### src/bin2x2_consts.svh
// width and depth macros for the 2x2 binning block, pulled in with `include
`ifndef BIN2X2_CONSTS_SVH
`define BIN2X2_CONSTS_SVH

// ------------------------------
// video
// bits per pixel
`define BIN_PIXEL_WIDTH 8

// line buffer depth, longest supported line
`define BIN_LINE_MAX 1024

// column and line counter width
`define BIN_COL_WIDTH 11

// ------------------------------
// wishbone
// word address, four registers
`define BIN_WB_ADDR_WIDTH 2
`define BIN_WB_DATA_WIDTH 32

`endif
### src/bin2x2_pkg.sv
// shared types for the 2x2 binning block, imported by wildcard in each module header
`include "bin2x2_consts.svh"

package bin2x2_pkg;

    // ------------------------------
    // register map, word addresses
    typedef enum logic [`BIN_WB_ADDR_WIDTH-1:0] {
        REG_CTRL   = 2'd0,
        REG_FRAMES = 2'd1,
        REG_WIDTH  = 2'd2,
        REG_HEIGHT = 2'd3
    } csr_addr_e;

    // mode FSM states
    typedef enum logic [1:0] {
        ST_OFF      = 2'd0,
        ST_WAIT_GAP = 2'd1,
        ST_BIN      = 2'd2,
        ST_BYPASS   = 2'd3
    } mode_state_e;

    // data path mode seen by the pipe and the counter
    typedef enum logic [1:0] {
        MODE_OFF  = 2'd0,
        MODE_BIN  = 2'd1,
        MODE_PASS = 2'd2
    } out_mode_e;

    // position of the pixel currently on the input
    typedef struct packed {
        logic [`BIN_COL_WIDTH-1:0] col;
        logic                      col_odd;
        logic                      line_odd;
        logic                      line_start;
    } pix_pos_t;

endpackage

### src/frame_mode_fsm.sv
// mode FSM that moves the data path to the requested mode only inside a frame gap
`timescale 1ns/100ps

module frame_mode_fsm
    import bin2x2_pkg::*;
(
    input  logic      clk,
    input  logic      rst_n_i,
    input  logic      ctrl_en_i,
    input  logic      ctrl_bypass_i,
    input  logic      frame_gap_i,
    output out_mode_e mode_o
);

    mode_state_e state;
    out_mode_e   req_mode;

    // steady state for a given mode
    function automatic mode_state_e state_of(input out_mode_e m);
        case (m)
            MODE_BIN:  return ST_BIN;
            MODE_PASS: return ST_BYPASS;
            default:   return ST_OFF;
        endcase
    endfunction

    assign req_mode = !ctrl_en_i    ? MODE_OFF  :
                      ctrl_bypass_i ? MODE_PASS : MODE_BIN;

    always_ff @(posedge clk or negedge rst_n_i) begin
        if (!rst_n_i) begin
            state  <= ST_OFF;
            mode_o <= MODE_OFF;
        end else begin
            case (state)
                ST_WAIT_GAP: begin
                    // old mode holds until the gap
                    if (frame_gap_i) begin
                        state  <= state_of(req_mode);
                        mode_o <= req_mode;
                    end
                end
                default: begin
                    if (state_of(req_mode) != state) begin
                        if (frame_gap_i) begin
                            state  <= state_of(req_mode);
                            mode_o <= req_mode;
                        end else begin
                            state <= ST_WAIT_GAP;
                        end
                    end
                end
            endcase
        end
    end

endmodule

### config.mk
export PLATFORM = sky130hd
export DESIGN_NAME = frame_mode_fsm
export DESIGN_NICKNAME = d
export VERILOG_FILES = /design/src/bin2x2_pkg.sv /design/src/frame_mode_fsm.sv
export VERILOG_INCLUDE_DIRS = /design/src
export SDC_FILE = /design/constraint.sdc
export NUM_CORES = 1
export LEC_CHECK = 0
export ABC_AREA = 1
export BUFFER_PORTS_ARGS = -buffer_cell sky130_fd_sc_hd__buf_2
export CAP_MARGIN = 10
export CORE_AREA = 2 2 39 41
export CTS_CLUSTER_SIZE = 25
export DETAILED_ROUTE_END_ITERATION = 6
export DIE_AREA = 0 0 41 43
export PLACE_DENSITY_LB_ADDON = 0.15
export SLEW_MARGIN = 20
export SYNTH_ARGS = -nofsm -noshare
export SYNTH_HDL_FRONTEND = slang
export SYNTH_SLANG_ARGS = --single-unit
### constraint.sdc
create_clock -name clk -period 3.25 [get_ports clk]
set_clock_uncertainty 0.15 [all_clocks]
set_input_delay 0.1625 -clock clk [delete_from_list [all_inputs] [get_ports clk]]
set_output_delay 0.1625 -clock clk [all_outputs]
set_load 0.005 [all_outputs]
==> flow_results.xml, run 1 <==
<?xml version="1.0" encoding="UTF-8"?>
<metrics>
  <group name="run_status">
    <metric name="outcome" unit="">finished clean</metric>
  </group>
  <group name="global_route">
    <metric name="grt.total_usage" unit="%">8.16</metric>
    <metric name="grt_max_degree" unit="">6</metric>
    <metric name="grt-ovfl-total" unit="">0</metric>
    <metric name="grt_pass1_vias" unit="">248</metric>
    <metric name="global_route_wire_length_before_repair" unit="um">917</metric>
    <metric name="grt_antenna_before_repair" unit="">0</metric>
  </group>
  <group name="drt">
    <metric name="detail_route.vias_per_cell" unit="">3.68</metric>
    <metric name="route.final.wire_length" unit="um">519</metric>
    <metric name="vias" unit="">228</metric>
    <metric name="avgRoutedWirePerCell" unit="um">8.37</metric>
    <metric name="drt_first_iter_violations" unit="">1</metric>
    <metric name="firstDrtPassIters" unit="">3</metric>
    <metric name="drc" unit="">0</metric>
    <metric name="number_of_antenna_violating_nets_in_the_routed_design" unit="">0</metric>
  </group>
  <group name="synthesis">
    <metric name="synthCells" unit="">36</metric>
    <metric name="netlist-cell-type-count" unit="">9</metric>
    <metric name="syn-num-nets" unit="">41</metric>
    <metric name="muxShareOfSynthArea" unit="%">0</metric>
    <metric name="post_synth_instance_area" unit="um2">249</metric>
    <metric name="synth_xor_area_share" unit="%">3.52</metric>
    <metric name="postSynthRegisterBits" unit="">4</metric>
    <metric name="complex_gate_fraction_of_the_synthesized_area" unit="%">2.01</metric>
    <metric name="synth-warning-count" unit="">0</metric>
    <metric name="synth_simple_gate_area_share" unit="%">46.7</metric>
    <metric name="synth.avg_cell_area" unit="um2">6.92</metric>
    <metric name="synthAdderAreaFrac" unit="%">0</metric>
    <metric name="synth_sequential_area_ratio" unit="%">40.2</metric>
    <metric name="synth_top_family_by_area" unit="">simple AND/OR/NAND/NOR gates</metric>
  </group>
  <group name="floorplanning">
    <metric name="die_y" unit="um">43</metric>
    <metric name="pin_count" unit="">7</metric>
    <metric name="std_cell_rows" unit="">14</metric>
    <metric name="fp.dieW" unit="um">41</metric>
    <metric name="core-area" unit="mm2">0.00138</metric>
    <metric name="floorplan.initialDensity" unit="%">18.0</metric>
    <metric name="die_area" unit="mm2">0.00176</metric>
  </group>
  <group name="sta">
    <metric name="slew_violations" unit="">0</metric>
    <metric name="fin_ws" unit="ps">2080</metric>
    <metric name="maxSlewHeadroom" unit="%">83.5</metric>
    <metric name="fin_crit_period" unit="ps">1170</metric>
    <metric name="final.setup.tns" unit="ps">0</metric>
    <metric name="report.final.hold_viol_count" unit="">0</metric>
    <metric name="grt_setup_unrepaired" unit="">no</metric>
    <metric name="setup_viol" unit="">0</metric>
    <metric name="worst_pin_slew" unit="ps">246</metric>
    <metric name="fmax" unit="GHz">0.855</metric>
    <metric name="final_cycle_utilization_of_the_critical_path" unit="%">36.0</metric>
  </group>
  <group name="placement">
    <metric name="post_detailed_placement_half_perimeter_wirelength" unit="um">427</metric>
    <metric name="gpl.final_weighted_congestion" unit="">0.604</metric>
    <metric name="pre_cts_ws" unit="ps">2080</metric>
    <metric name="io_buffer_count" unit="">6</metric>
  </group>
  <group name="setup_path">
    <metric name="cpLargestDelayFamily" unit="">flip-flops</metric>
    <metric name="ff2ff_path_depth" unit="">4</metric>
    <metric name="largest_fanout_of_any_net_on_the_critical_path" unit="">5</metric>
    <metric name="timing.rr.start" unit="">state[1]</metric>
    <metric name="worst_ep_required_time" unit="ps">3220</metric>
    <metric name="worstSetupStartpoint" unit="">state[1]</metric>
    <metric name="crit_path_cell_trace" unit="">xnor2_1 -&gt; nand2_4 -&gt; nand3_1 -&gt; nand2_1</metric>
    <metric name="ff2ff_setup_slack" unit="ps">2080</metric>
    <metric name="critical_path.max_stage_delay" unit="ps">400</metric>
    <metric name="criticalPathCategory" unit="">reg -&gt; reg</metric>
    <metric name="cp.depth" unit="">4</metric>
    <metric name="critical_path.endpoint" unit="">mode_o[0]</metric>
    <metric name="worst_setup_path_end_kind" unit="">flop</metric>
    <metric name="rr_endpoint" unit="">mode_o[0]</metric>
    <metric name="buffers_and_inverters_on_the_worst_path" unit="">0</metric>
    <metric name="cp_data_arrival_time" unit="ps">1140</metric>
    <metric name="crit_slowest_cell" unit="">dfrtp_1</metric>
    <metric name="critical_path.startpoint_type" unit="">flop</metric>
  </group>
  <group name="cts">
    <metric name="worst_skew_late_latency" unit="ps">230</metric>
    <metric name="cts_setup_buffers" unit="">0</metric>
    <metric name="clockRootBuffer" unit="">clkbuf_4</metric>
    <metric name="cts_resized" unit="">0</metric>
    <metric name="ctsHoldBuffers" unit="">1</metric>
    <metric name="numCtsBuffers" unit="">3</metric>
    <metric name="cts-root-to-sink-buffers" unit="">2</metric>
    <metric name="ctsHtreeMaxLevel" unit="">1</metric>
    <metric name="cts.sink_count" unit="">4</metric>
    <metric name="clock_pin_slew_worst_setup_and_hold_paths" unit="ps">40</metric>
    <metric name="cts_tree" unit="">done</metric>
  </group>
  <group name="power_and_ir_drop">
    <metric name="max-vdd-ir-drop" unit="mV">0.182</metric>
    <metric name="comb_power_share" unit="%">35.7</metric>
    <metric name="clockPowerShare" unit="%">28.9</metric>
    <metric name="power_switching_share" unit="%">35.6</metric>
    <metric name="power.leakage" unit="nW">0.197</metric>
    <metric name="pwr-share-seq" unit="%">35.3</metric>
    <metric name="powerDensity" unit="mW/mm2">624</metric>
    <metric name="netSwitchingPower" unit="W">0.0000738</metric>
    <metric name="power_report.internal_total" unit="W">0.000133</metric>
  </group>
  <group name="layout">
    <metric name="filler_cell_count" unit="">156</metric>
    <metric name="drive_gt1_share" unit="%">30.4</metric>
    <metric name="flow.area_growth_from_synthesis" unit="%">33.2</metric>
    <metric name="multi_input_comb_area" unit="um2">130</metric>
    <metric name="final-seq-area" unit="um2">100</metric>
    <metric name="fin_nets" unit="">53</metric>
    <metric name="antenna_cells_inserted" unit="">0</metric>
  </group>
  <group name="run">
    <metric name="maxCapViolations" unit="">0</metric>
  </group>
  <group name="hold_path">
    <metric name="holdCritPathClass" unit="">in -&gt; reg</metric>
  </group>
</metrics>
[worst min path at each step]
stage / slack [ps] / depth (start not counted) / to / from
6_report: 80 / 3 / state[1] / ctrl_en_i
5_1_grt: 70 / 3 / state[1] / ctrl_en_i
4_1_cts: 70 / 3 / state[1] / ctrl_en_i
3_5_place_dp: -180 / 1 / state[1] / rst_n_i
3_3_place_gp: -170 / 1 / state[1] / rst_n_i
2_1_floorplan: -280 / 0 / mode_o[0] / rst_n_i
[Yosys cell counts]
library cell	count	area share (%)
inv_1	5	7.5
xnor2_1	1	3.5
nand3_1	4	8.0
dfrtp_1	4	40
nand2_4	1	4.5
nor2_1	2	3.0
nand2_2	4	10
nand2_1	14	21
a21oi_1	1	2.0
[worst min-delay path: stages]
cell and delay [ps]:
buf_2 130, inv_1 80, a21oi_1 40
[per-stage QoR]
stage | cells | area, um2 | utilization [%] | power (W) | hold WS [ps]
floorplan | 36 | 249 | - | 0.000126 | -283
global placement | 58 | 299 | 21.6 | 0.000149 | -174
detailed placement | 58 | 299 | 21.6 | 0.000148 | -179
CTS | 62 | 332 | 24.0 | 0.000212 | 66.9
global route | 62 | 332 | 24.0 | 0.000227 | 70.0
finish | 62 | 332 | 24.0 | 0.000207 | 76.8
[cells by family after synthesis]
logic type,after synthesis
AND/OR/NAND/NOR,25
XOR/XNOR,1
AO/OA/AOI/OAI,1
flip-flops,4
buffers and inverters,5
[layer usage]
layer	share of wire (%)	global-route usage (%)
met4	0	10.0
met5	0	0
met3	4.0	1.57
met2	47	10.3
met1	48	9.74
[cell type report]
type	instances	share of cell area (%)
Sequential cell	4	30.2
Timing Repair Buffer	7	12.1
Clock buffer	3	6.79
Tap cell	16	6.04
Multi-Input combinational cell	27	39.2
Inverter	5	5.66
[power groups by stage]
stage / Combinational [W] / Sequential (W) / Clock, W
6_report: 0.0000740 / 0.0000731 / 0.0000599
5_1_grt: 0.0000844 / 0.0000749 / 0.0000680
3_3_place_gp: 0.0000758 / 0.0000736 / 0
4_1_cts: 0.0000754 / 0.0000726 / 0.0000640
2_1_floorplan: 0.0000540 / 0.0000723 / 0
3_5_place_dp: 0.0000742 / 0.0000733 / 0
[flip-flops by register name, indices dropped and copies added, names as in the netlist]
signal / count
state: 2
mode_o: 2
[placed cells by master, fill, tap and decap left out]
cell type	synthesis	layout
inv_1	5	5
nand3_1	4	4
xnor2_1	1	1
buf_2	0	6
nand2_2	4	4
dfrtp_1	4	4
clkbuf_4	0	3
a21oi_1	1	1
nand2_1	14	14
dlygate4sd3_1	0	1
nand2_4	1	1
nor2_1	2	2
(Power assumes the default switching activity.)
==> inputs of run 2 (changes only) <==
--- a/config.mk
+++ b/config.mk
@@ -6,7 +6,7 @@
 export SDC_FILE = /design/constraint.sdc
 export NUM_CORES = 1
 export LEC_CHECK = 0
-export ABC_AREA = 1
+export ABC_AREA = 0
 export BUFFER_PORTS_ARGS = -buffer_cell sky130_fd_sc_hd__buf_2
 export CAP_MARGIN = 10
 export CORE_AREA = 2 2 39 41
==> constraint.sdc (replaced) <==
create_clock -name clk -period 1.2 [get_ports clk]
set_clock_uncertainty 0.15 [all_clocks]
set_input_delay 0.06 -clock clk [delete_from_list [all_inputs] [get_ports clk]]
set_output_delay 0.06 -clock clk [all_outputs]
set_load 0.005 [all_outputs]
==> run 2 against run 1 <==
  * Cell count fell by 13%
  * First-iteration DRC count rose to 3.0 times the previous value
  * Sequential cell count did not move
  * Global-route usage rose by 0.81 points
  * Fmax rose by 2.1%
  * Core utilization rose by 0.54 points
==> flow_results.xml, run 2 <==
<?xml version="1.0" encoding="UTF-8"?>
<metrics>
  <group name="synthesis">
    <metric name="ys.flop_type" unit="">dfrtp_1</metric>
    <metric name="post-synth-top-area-fraction" unit="%">37.7</metric>
    <metric name="synthCells" unit="">29</metric>
    <metric name="synth.avg_cell_area" unit="um2">9.15</metric>
    <metric name="postSynthRegisterBits" unit="">4</metric>
    <metric name="synth_sequential_area_ratio" unit="%">37.7</metric>
    <metric name="syn-num-nets" unit="">34</metric>
    <metric name="synth-warning-count" unit="">0</metric>
    <metric name="netlist-cell-type-count" unit="">17</metric>
    <metric name="post_synth_instance_area" unit="um2">265</metric>
    <metric name="post_synth_most_frequent_cells" unit="">4 x dfrtp_1, 3 x a21oi_1, 3 x inv_1, 3 x nand2_1, 3 x nor2_1</metric>
    <metric name="synth.largest_area_cell" unit="">dfrtp_1</metric>
    <metric name="synth_edf_count" unit="">0</metric>
    <metric name="postSynth.asyncResetShare" unit="%">100</metric>
    <metric name="post_synth_main_area_contributors" unit="">dfrtp_1 38%, a21oi_1 5.7%, a2bb2oi_2 5.7%</metric>
    <metric name="synth.most_common_cell" unit="">dfrtp_1</metric>
  </group>
  <group name="drt">
    <metric name="vias" unit="">244</metric>
    <metric name="drt_first_iter_violations" unit="">3</metric>
    <metric name="detail_route.vias_per_cell" unit="">4.52</metric>
    <metric name="number_of_antenna_violating_nets_in_the_routed_design" unit="">0</metric>
    <metric name="firstDrtPassIters" unit="">4</metric>
    <metric name="met3RoutedLength" unit="um">54</metric>
    <metric name="dr_wl_met2" unit="um">279</metric>
    <metric name="route.final.wire_length" unit="um">585</metric>
    <metric name="drc" unit="">0</metric>
    <metric name="top_signal_layer_used" unit="">met3</metric>
    <metric name="avgRoutedWirePerCell" unit="um">10.8</metric>
    <metric name="metal_1_wl" unit="um">251</metric>
  </group>
  <group name="global_route">
    <metric name="global_route_wire_length_before_repair" unit="um">986</metric>
    <metric name="grt_pass1_vias" unit="">243</metric>
    <metric name="grt-ovfl-total" unit="">0</metric>
    <metric name="grt_antenna_before_repair" unit="">0</metric>
    <metric name="grt_max_degree" unit="">10</metric>
    <metric name="grt.total_usage" unit="%">8.96</metric>
  </group>
  <group name="sta">
    <metric name="maxSlewHeadroom" unit="%">84.3</metric>
    <metric name="fin_crit_period" unit="ps">1150</metric>
    <metric name="report.final.hold_viol_count" unit="">0</metric>
    <metric name="worst_pin_slew" unit="ps">235</metric>
    <metric name="setup_viol" unit="">0</metric>
    <metric name="fin_worst_hold_slack" unit="ps">2.94</metric>
    <metric name="slew_violations" unit="">0</metric>
    <metric name="grt_setup_unrepaired" unit="">no</metric>
    <metric name="final.setup.tns" unit="ps">0</metric>
    <metric name="final_cycle_utilization_of_the_critical_path" unit="%">95.4</metric>
    <metric name="fmax" unit="GHz">0.873</metric>
  </group>
  <group name="hold_path">
    <metric name="timing.hold.worst.start" unit="">frame_gap_i</metric>
    <metric name="holdCritPathClass" unit="">in -&gt; reg</metric>
    <metric name="worst_hold_path.endpoint" unit="">state[0]</metric>
    <metric name="whs_path_depth" unit="">2</metric>
  </group>
  <group name="placement">
    <metric name="gpl.final_weighted_congestion" unit="">0.739</metric>
    <metric name="io_buffer_count" unit="">6</metric>
    <metric name="placed_cell_count" unit="">50</metric>
    <metric name="post_dp_cell_area" unit="um2">307</metric>
  </group>
  <group name="run_status">
    <metric name="outcome" unit="">finished clean</metric>
  </group>
  <group name="layout">
    <metric name="fin_nets" unit="">45</metric>
    <metric name="flow.area_growth_from_synthesis" unit="%">27.8</metric>
    <metric name="largestRegisters" unit="">mode_o x2, state x2</metric>
    <metric name="drive_gt1_share" unit="%">34.2</metric>
    <metric name="mostFrequentLayoutCells" unit="">6 x buf_2, 4 x dfrtp_1</metric>
    <metric name="mostFrequentLayoutCell" unit="">buf_2</metric>
    <metric name="antenna_cells_inserted" unit="">0</metric>
    <metric name="final_cell_area" unit="um2">339</metric>
    <metric name="finish.cell_count_without_fillers" unit="">54</metric>
  </group>
  <group name="power_and_ir_drop">
    <metric name="comb_power_share" unit="%">22.9</metric>
    <metric name="power_switching_share" unit="%">29.1</metric>
    <metric name="netSwitchingPower" unit="W">0.000134</metric>
    <metric name="max-vdd-ir-drop" unit="mV">0.412</metric>
    <metric name="powerDensity" unit="mW/mm2">1350</metric>
    <metric name="pwr-share-seq" unit="%">40.9</metric>
    <metric name="power.leakage" unit="nW">0.148</metric>
    <metric name="power_report.internal_total" unit="W">0.000326</metric>
    <metric name="clockPowerShare" unit="%">36.2</metric>
  </group>
  <group name="cts">
    <metric name="cts_setup_buffers" unit="">0</metric>
    <metric name="numCtsBuffers" unit="">3</metric>
    <metric name="cts_resized" unit="">0</metric>
    <metric name="ctsHoldBuffers" unit="">1</metric>
    <metric name="cts.sink_count" unit="">4</metric>
    <metric name="ctsHtreeMaxLevel" unit="">1</metric>
    <metric name="clock_pin_slew_worst_setup_and_hold_paths" unit="ps">40</metric>
    <metric name="cts_tree" unit="">done</metric>
    <metric name="worst_skew_late_latency" unit="ps">230</metric>
    <metric name="cts-root-to-sink-buffers" unit="">2</metric>
    <metric name="clockRootBuffer" unit="">clkbuf_4</metric>
  </group>
  <group name="floorplanning">
    <metric name="die_y" unit="um">43</metric>
    <metric name="die_area" unit="mm2">0.00176</metric>
    <metric name="core-area" unit="mm2">0.00138</metric>
    <metric name="floorplan.initialDensity" unit="%">19.2</metric>
    <metric name="std_cell_rows" unit="">14</metric>
    <metric name="pin_count" unit="">7</metric>
    <metric name="fp.dieW" unit="um">41</metric>
  </group>
  <group name="setup_path">
    <metric name="critical_path.startpoint_type" unit="">flop</metric>
    <metric name="largest_fanout_of_any_net_on_the_critical_path" unit="">6</metric>
    <metric name="rr_endpoint" unit="">mode_o[1]</metric>
    <metric name="cp_data_arrival_time" unit="ps">1100</metric>
    <metric name="criticalPathCategory" unit="">reg -&gt; reg</metric>
    <metric name="ff2ff_setup_slack" unit="ps">50</metric>
    <metric name="timing.rr.start" unit="">state[1]</metric>
    <metric name="ff2ff_path_depth" unit="">3</metric>
    <metric name="worst_ep_required_time" unit="ps">1150</metric>
    <metric name="worst_setup_path_end_kind" unit="">flop</metric>
  </group>
  <group name="run">
    <metric name="maxCapViolations" unit="">0</metric>
  </group>
</metrics>
## run 2: cell types whose count changed after synthesis, sizes merged, moves of 2 or more
cell,delta
o221ai,+2
o21ai,+2
nand2,-16
nand3,-4
inv,-2
buf,+2
a22oi,+2
a21oi,+2
## run 2: how the worst max path moves through the flow
stage,start,slack [ps],to
2_1_floorplan,state[1],40,mode_o[1]
3_3_place_gp,state[1],50,mode_o[1]
3_5_place_dp,state[1],50,mode_o[1]
4_1_cts,state[1],40,mode_o[1]
5_1_grt,state[0],6,mode_o[1]
6_report,state[1],50,mode_o[1]
## run 2: area by class of cell
type	instances	area [um2]
Inverter	3	11.3
Clock buffer	3	22.5
Tap cell	16	20.0
Timing Repair Buffer	8	47.5
Sequential cell	4	100
Fill cell	155	1040
Multi-Input combinational cell	20	138
## run 2: through the flow
stage | util (%) | power (W) | setup slack (ps)
finish | 24.5 | 0.000459 | 54.8
global route | 24.5 | 0.000510 | 5.51
CTS | 24.5 | 0.000474 | 41.7
detailed placement | 22.2 | 0.000295 | 48.6
global placement | 22.2 | 0.000293 | 51.2
floorplan | - | 0.000253 | 42.0
## run 2: worst max-delay path, stage by stage, from the launching register on
cell and delay, ps:
dfrtp_1 430, a22oi_2 180, a2bb2oi_2 160, o221ai_2 100
## run 2: logic make-up (layout without fill, tap and decap cells)
kind of cell / Yosys count / count (layout) / synth area share (%)
AOI/OAI and AO/OA: 12 / 12 / 37.7
and+or+nand+nor: 7 / 7 / 10.8
buffers and inverters: 5 / 14 / 10.4
DFF: 4 / 4 / 37.7
xor gates and xnor gates: 1 / 1 / 3.30
## run 2: layer usage
layer	GRT usage (%)	vias up
met4	2.00	0
met3	7.85	0
met5	0	-
li1	-	123
met2	12.2	8
met1	10.4	113
## run 2: power groups by stage
stage,Sequential [W],Combinational [W],Clock [W]
after CTS,0.000189,0.000107,0.000177
after global placement,0.000190,0.000104,0
final,0.000188,0.000105,0.000166
after floorplan,0.000181,0.0000717,0
after detailed placement,0.000191,0.000104,0
after global routing,0.000193,0.000119,0.000198
==> inputs of run 3 (changes only) <==
--- a/config.mk
+++ b/config.mk
@@ -14,6 +14,7 @@
 export DETAILED_ROUTE_END_ITERATION = 6
 export DIE_AREA = 0 0 41 43
 export PLACE_DENSITY_LB_ADDON = 0.15
+export RECOVER_POWER = 25
 export SLEW_MARGIN = 20
 export SYNTH_ARGS = -nofsm -noshare
 export SYNTH_HDL_FRONTEND = slang
==> run 3 against run 2 <==
  * Clock power about the same
  * Critical path depth unchanged
  * Total power about the same
  * Routed wire length down 0.17%
  * Cell count unchanged
  * Critical endpoint unchanged
  * Combinational power about the same
==> flow_results.xml, run 3 (synthesis gave the netlist of run 2 again) <==
<?xml version="1.0" encoding="UTF-8"?>
<metrics>
  <group name="drt">
    <metric name="drc" unit="">0</metric>
    <metric name="drt_first_iter_violations" unit="">3</metric>
    <metric name="number_of_antenna_violating_nets_in_the_routed_design" unit="">0</metric>
    <metric name="detail_route.vias_per_cell" unit="">4.48</metric>
    <metric name="vias" unit="">242</metric>
    <metric name="route.final.wire_length" unit="um">584</metric>
    <metric name="firstDrtPassIters" unit="">4</metric>
    <metric name="avgRoutedWirePerCell" unit="um">10.8</metric>
  </group>
  <group name="layout">
    <metric name="mostFrequentLayoutCell" unit="">buf_2</metric>
    <metric name="flow.area_growth_from_synthesis" unit="%">27.4</metric>
    <metric name="drive_gt1_share" unit="%">31.6</metric>
    <metric name="antenna_cells_inserted" unit="">0</metric>
    <metric name="final_cell_area" unit="um2">338</metric>
    <metric name="fin_nets" unit="">45</metric>
    <metric name="filler_cell_count" unit="">156</metric>
    <metric name="mostFrequentLayoutCells" unit="">5 x buf_2, 4 x dfrtp_1</metric>
    <metric name="largestRegisters" unit="">mode_o x2, state x2</metric>
  </group>
  <group name="run_status">
    <metric name="outcome" unit="">finished clean</metric>
  </group>
  <group name="global_route">
    <metric name="grt_pass1_vias" unit="">243</metric>
    <metric name="global_route_wire_length_before_repair" unit="um">986</metric>
    <metric name="grt_antenna_before_repair" unit="">0</metric>
    <metric name="grt-ovfl-total" unit="">0</metric>
    <metric name="grt_max_degree" unit="">10</metric>
    <metric name="grt.total_usage" unit="%">8.96</metric>
  </group>
  <group name="power_and_ir_drop">
    <metric name="report.power.total" unit="W">0.000460</metric>
    <metric name="max-vdd-ir-drop" unit="mV">0.419</metric>
    <metric name="power.leakage" unit="nW">0.146</metric>
    <metric name="powerDensity" unit="mW/mm2">1360</metric>
  </group>
  <group name="cts">
    <metric name="clock_pin_slew_worst_setup_and_hold_paths" unit="ps">40</metric>
    <metric name="cts_resized" unit="">0</metric>
    <metric name="numCtsBuffers" unit="">3</metric>
    <metric name="cts-root-to-sink-buffers" unit="">2</metric>
    <metric name="cts.sink_count" unit="">4</metric>
    <metric name="clockRootBuffer" unit="">clkbuf_4</metric>
    <metric name="worst_skew_late_latency" unit="ps">240</metric>
    <metric name="cts_tree" unit="">done</metric>
    <metric name="ctsHtreeMaxLevel" unit="">1</metric>
  </group>
  <group name="hold_path">
    <metric name="holdCritPathClass" unit="">in -&gt; reg</metric>
    <metric name="timing.hold.worst.start" unit="">frame_gap_i</metric>
  </group>
  <group name="floorplanning">
    <metric name="die_area" unit="mm2">0.00176</metric>
    <metric name="die_y" unit="um">43</metric>
    <metric name="pin_count" unit="">7</metric>
    <metric name="std_cell_rows" unit="">14</metric>
    <metric name="core-area" unit="mm2">0.00138</metric>
    <metric name="fp.dieW" unit="um">41</metric>
    <metric name="floorplan.initialDensity" unit="%">19.2</metric>
  </group>
  <group name="placement">
    <metric name="post_dp_cell_area" unit="um2">307</metric>
    <metric name="gpl.final_weighted_congestion" unit="">0.739</metric>
    <metric name="io_buffer_count" unit="">6</metric>
    <metric name="pre_cts_ws" unit="ps">48.6</metric>
  </group>
  <group name="sta">
    <metric name="worst_pin_slew" unit="ps">235</metric>
    <metric name="grt_setup_unrepaired" unit="">no</metric>
    <metric name="fin_crit_period" unit="ps">1150</metric>
    <metric name="maxSlewHeadroom" unit="%">84.3</metric>
    <metric name="slew_violations" unit="">0</metric>
    <metric name="fin_ws" unit="ps">54.8</metric>
    <metric name="fmax" unit="GHz">0.873</metric>
    <metric name="report.final.hold_viol_count" unit="">0</metric>
    <metric name="final.setup.tns" unit="ps">0</metric>
    <metric name="final_cycle_utilization_of_the_critical_path" unit="%">95.4</metric>
    <metric name="setup_viol" unit="">0</metric>
  </group>
  <group name="setup_path">
    <metric name="crit_path_cell_trace" unit="">a22oi_2 -&gt; a2bb2oi_2 -&gt; o221ai_2</metric>
    <metric name="crit_slowest_cell" unit="">dfrtp_1</metric>
    <metric name="buffers_and_inverters_on_the_worst_path" unit="">0</metric>
    <metric name="worst_ep_required_time" unit="ps">1160</metric>
    <metric name="cpLargestDelayFamily" unit="">compound AO/OA/AOI/OAI gates</metric>
    <metric name="critical_path.startpoint_type" unit="">flop</metric>
    <metric name="cp_data_arrival_time" unit="ps">1100</metric>
    <metric name="criticalPathCategory" unit="">reg -&gt; reg</metric>
    <metric name="timing.rr.start" unit="">state[1]</metric>
    <metric name="critical_path.max_stage_delay" unit="ps">430</metric>
    <metric name="worst_setup_path_end_kind" unit="">flop</metric>
    <metric name="worstSetupStartpoint" unit="">state[1]</metric>
    <metric name="largest_fanout_of_any_net_on_the_critical_path" unit="">6</metric>
  </group>
  <group name="run">
    <metric name="maxCapViolations" unit="">0</metric>
  </group>
</metrics>
-- run 3: cell count changes in the layout (fill, tap and decap cells not counted) --
cell / before / now
clkbuf_1: 0 / 1
buf_2: 6 / 5
-- run 3: power by group --
group / leakage, nW / internal [W] / total [W] / switching (W)
clock network: 0.0138 / 0.000112 / 0.000167 / 0.0000550
logic: 0.0838 / 0.0000574 / 0.000105 / 0.0000474
registers: 0.0481 / 0.000156 / 0.000188 / 0.0000319
total: 0.146 / 0.000325 / 0.000460 / 0.000134
-- run 3: worst paths after layout --
check                            endpoint  slack (ps)  depth (start not counted)
worst max-delay path            mode_o[1]          50                          3
worst min-delay path             state[0]           2                          2
worst max register to register  mode_o[1]          50                          3
worst min register to register  mode_o[0]         410                          2
max in group asynchronous       mode_o[1]         680                          2
min in group asynchronous       mode_o[0]          40                          2
-- run 3: timing repair --
action	4_1_cts	5_1_grt
buffers inserted	0	0
hold endpoints to repair	4	0
hold buffers	1	0
endpoints found under the setup margin	0	0
-- run 3: per-layer routing --
layer | routed length (um) | part of all wire (%) | vias to the layer above | track usage, %
met5 | 0 | 0 | - | 0
li1 | - | - | 122 | -
met2 | 281 | 48 | 8 | 12.2
met3 | 54 | 9.2 | 0 | 7.85
met1 | 248 | 42 | 112 | 10.4
met4 | 0 | 0 | 0 | 2.00
-- run 3: cell type report --
| class | count | area, um2 | share of cell area [%] |
|---|---|---|---|
| Timing Repair Buffer | 8 | 46.3 | 13.7 |
| Inverter | 3 | 11.3 | 3.33 |
| Multi-Input combinational cell | 20 | 138 | 40.7 |
| Clock buffer | 3 | 22.5 | 6.67 |
| Sequential cell | 4 | 100 | 29.6 |
| Tap cell | 16 | 20.0 | 5.93 |
-- run 3: metrics by stage --
stage	hold slack [ps]	cells	util [%]
2_1_floorplan	-386	29	-
3_3_place_gp	-284	50	22.2
3_5_place_dp	-280	50	22.2
4_1_cts	0.0425	54	24.5
5_1_grt	25.0	54	24.4
6_report	2.25	54	24.4
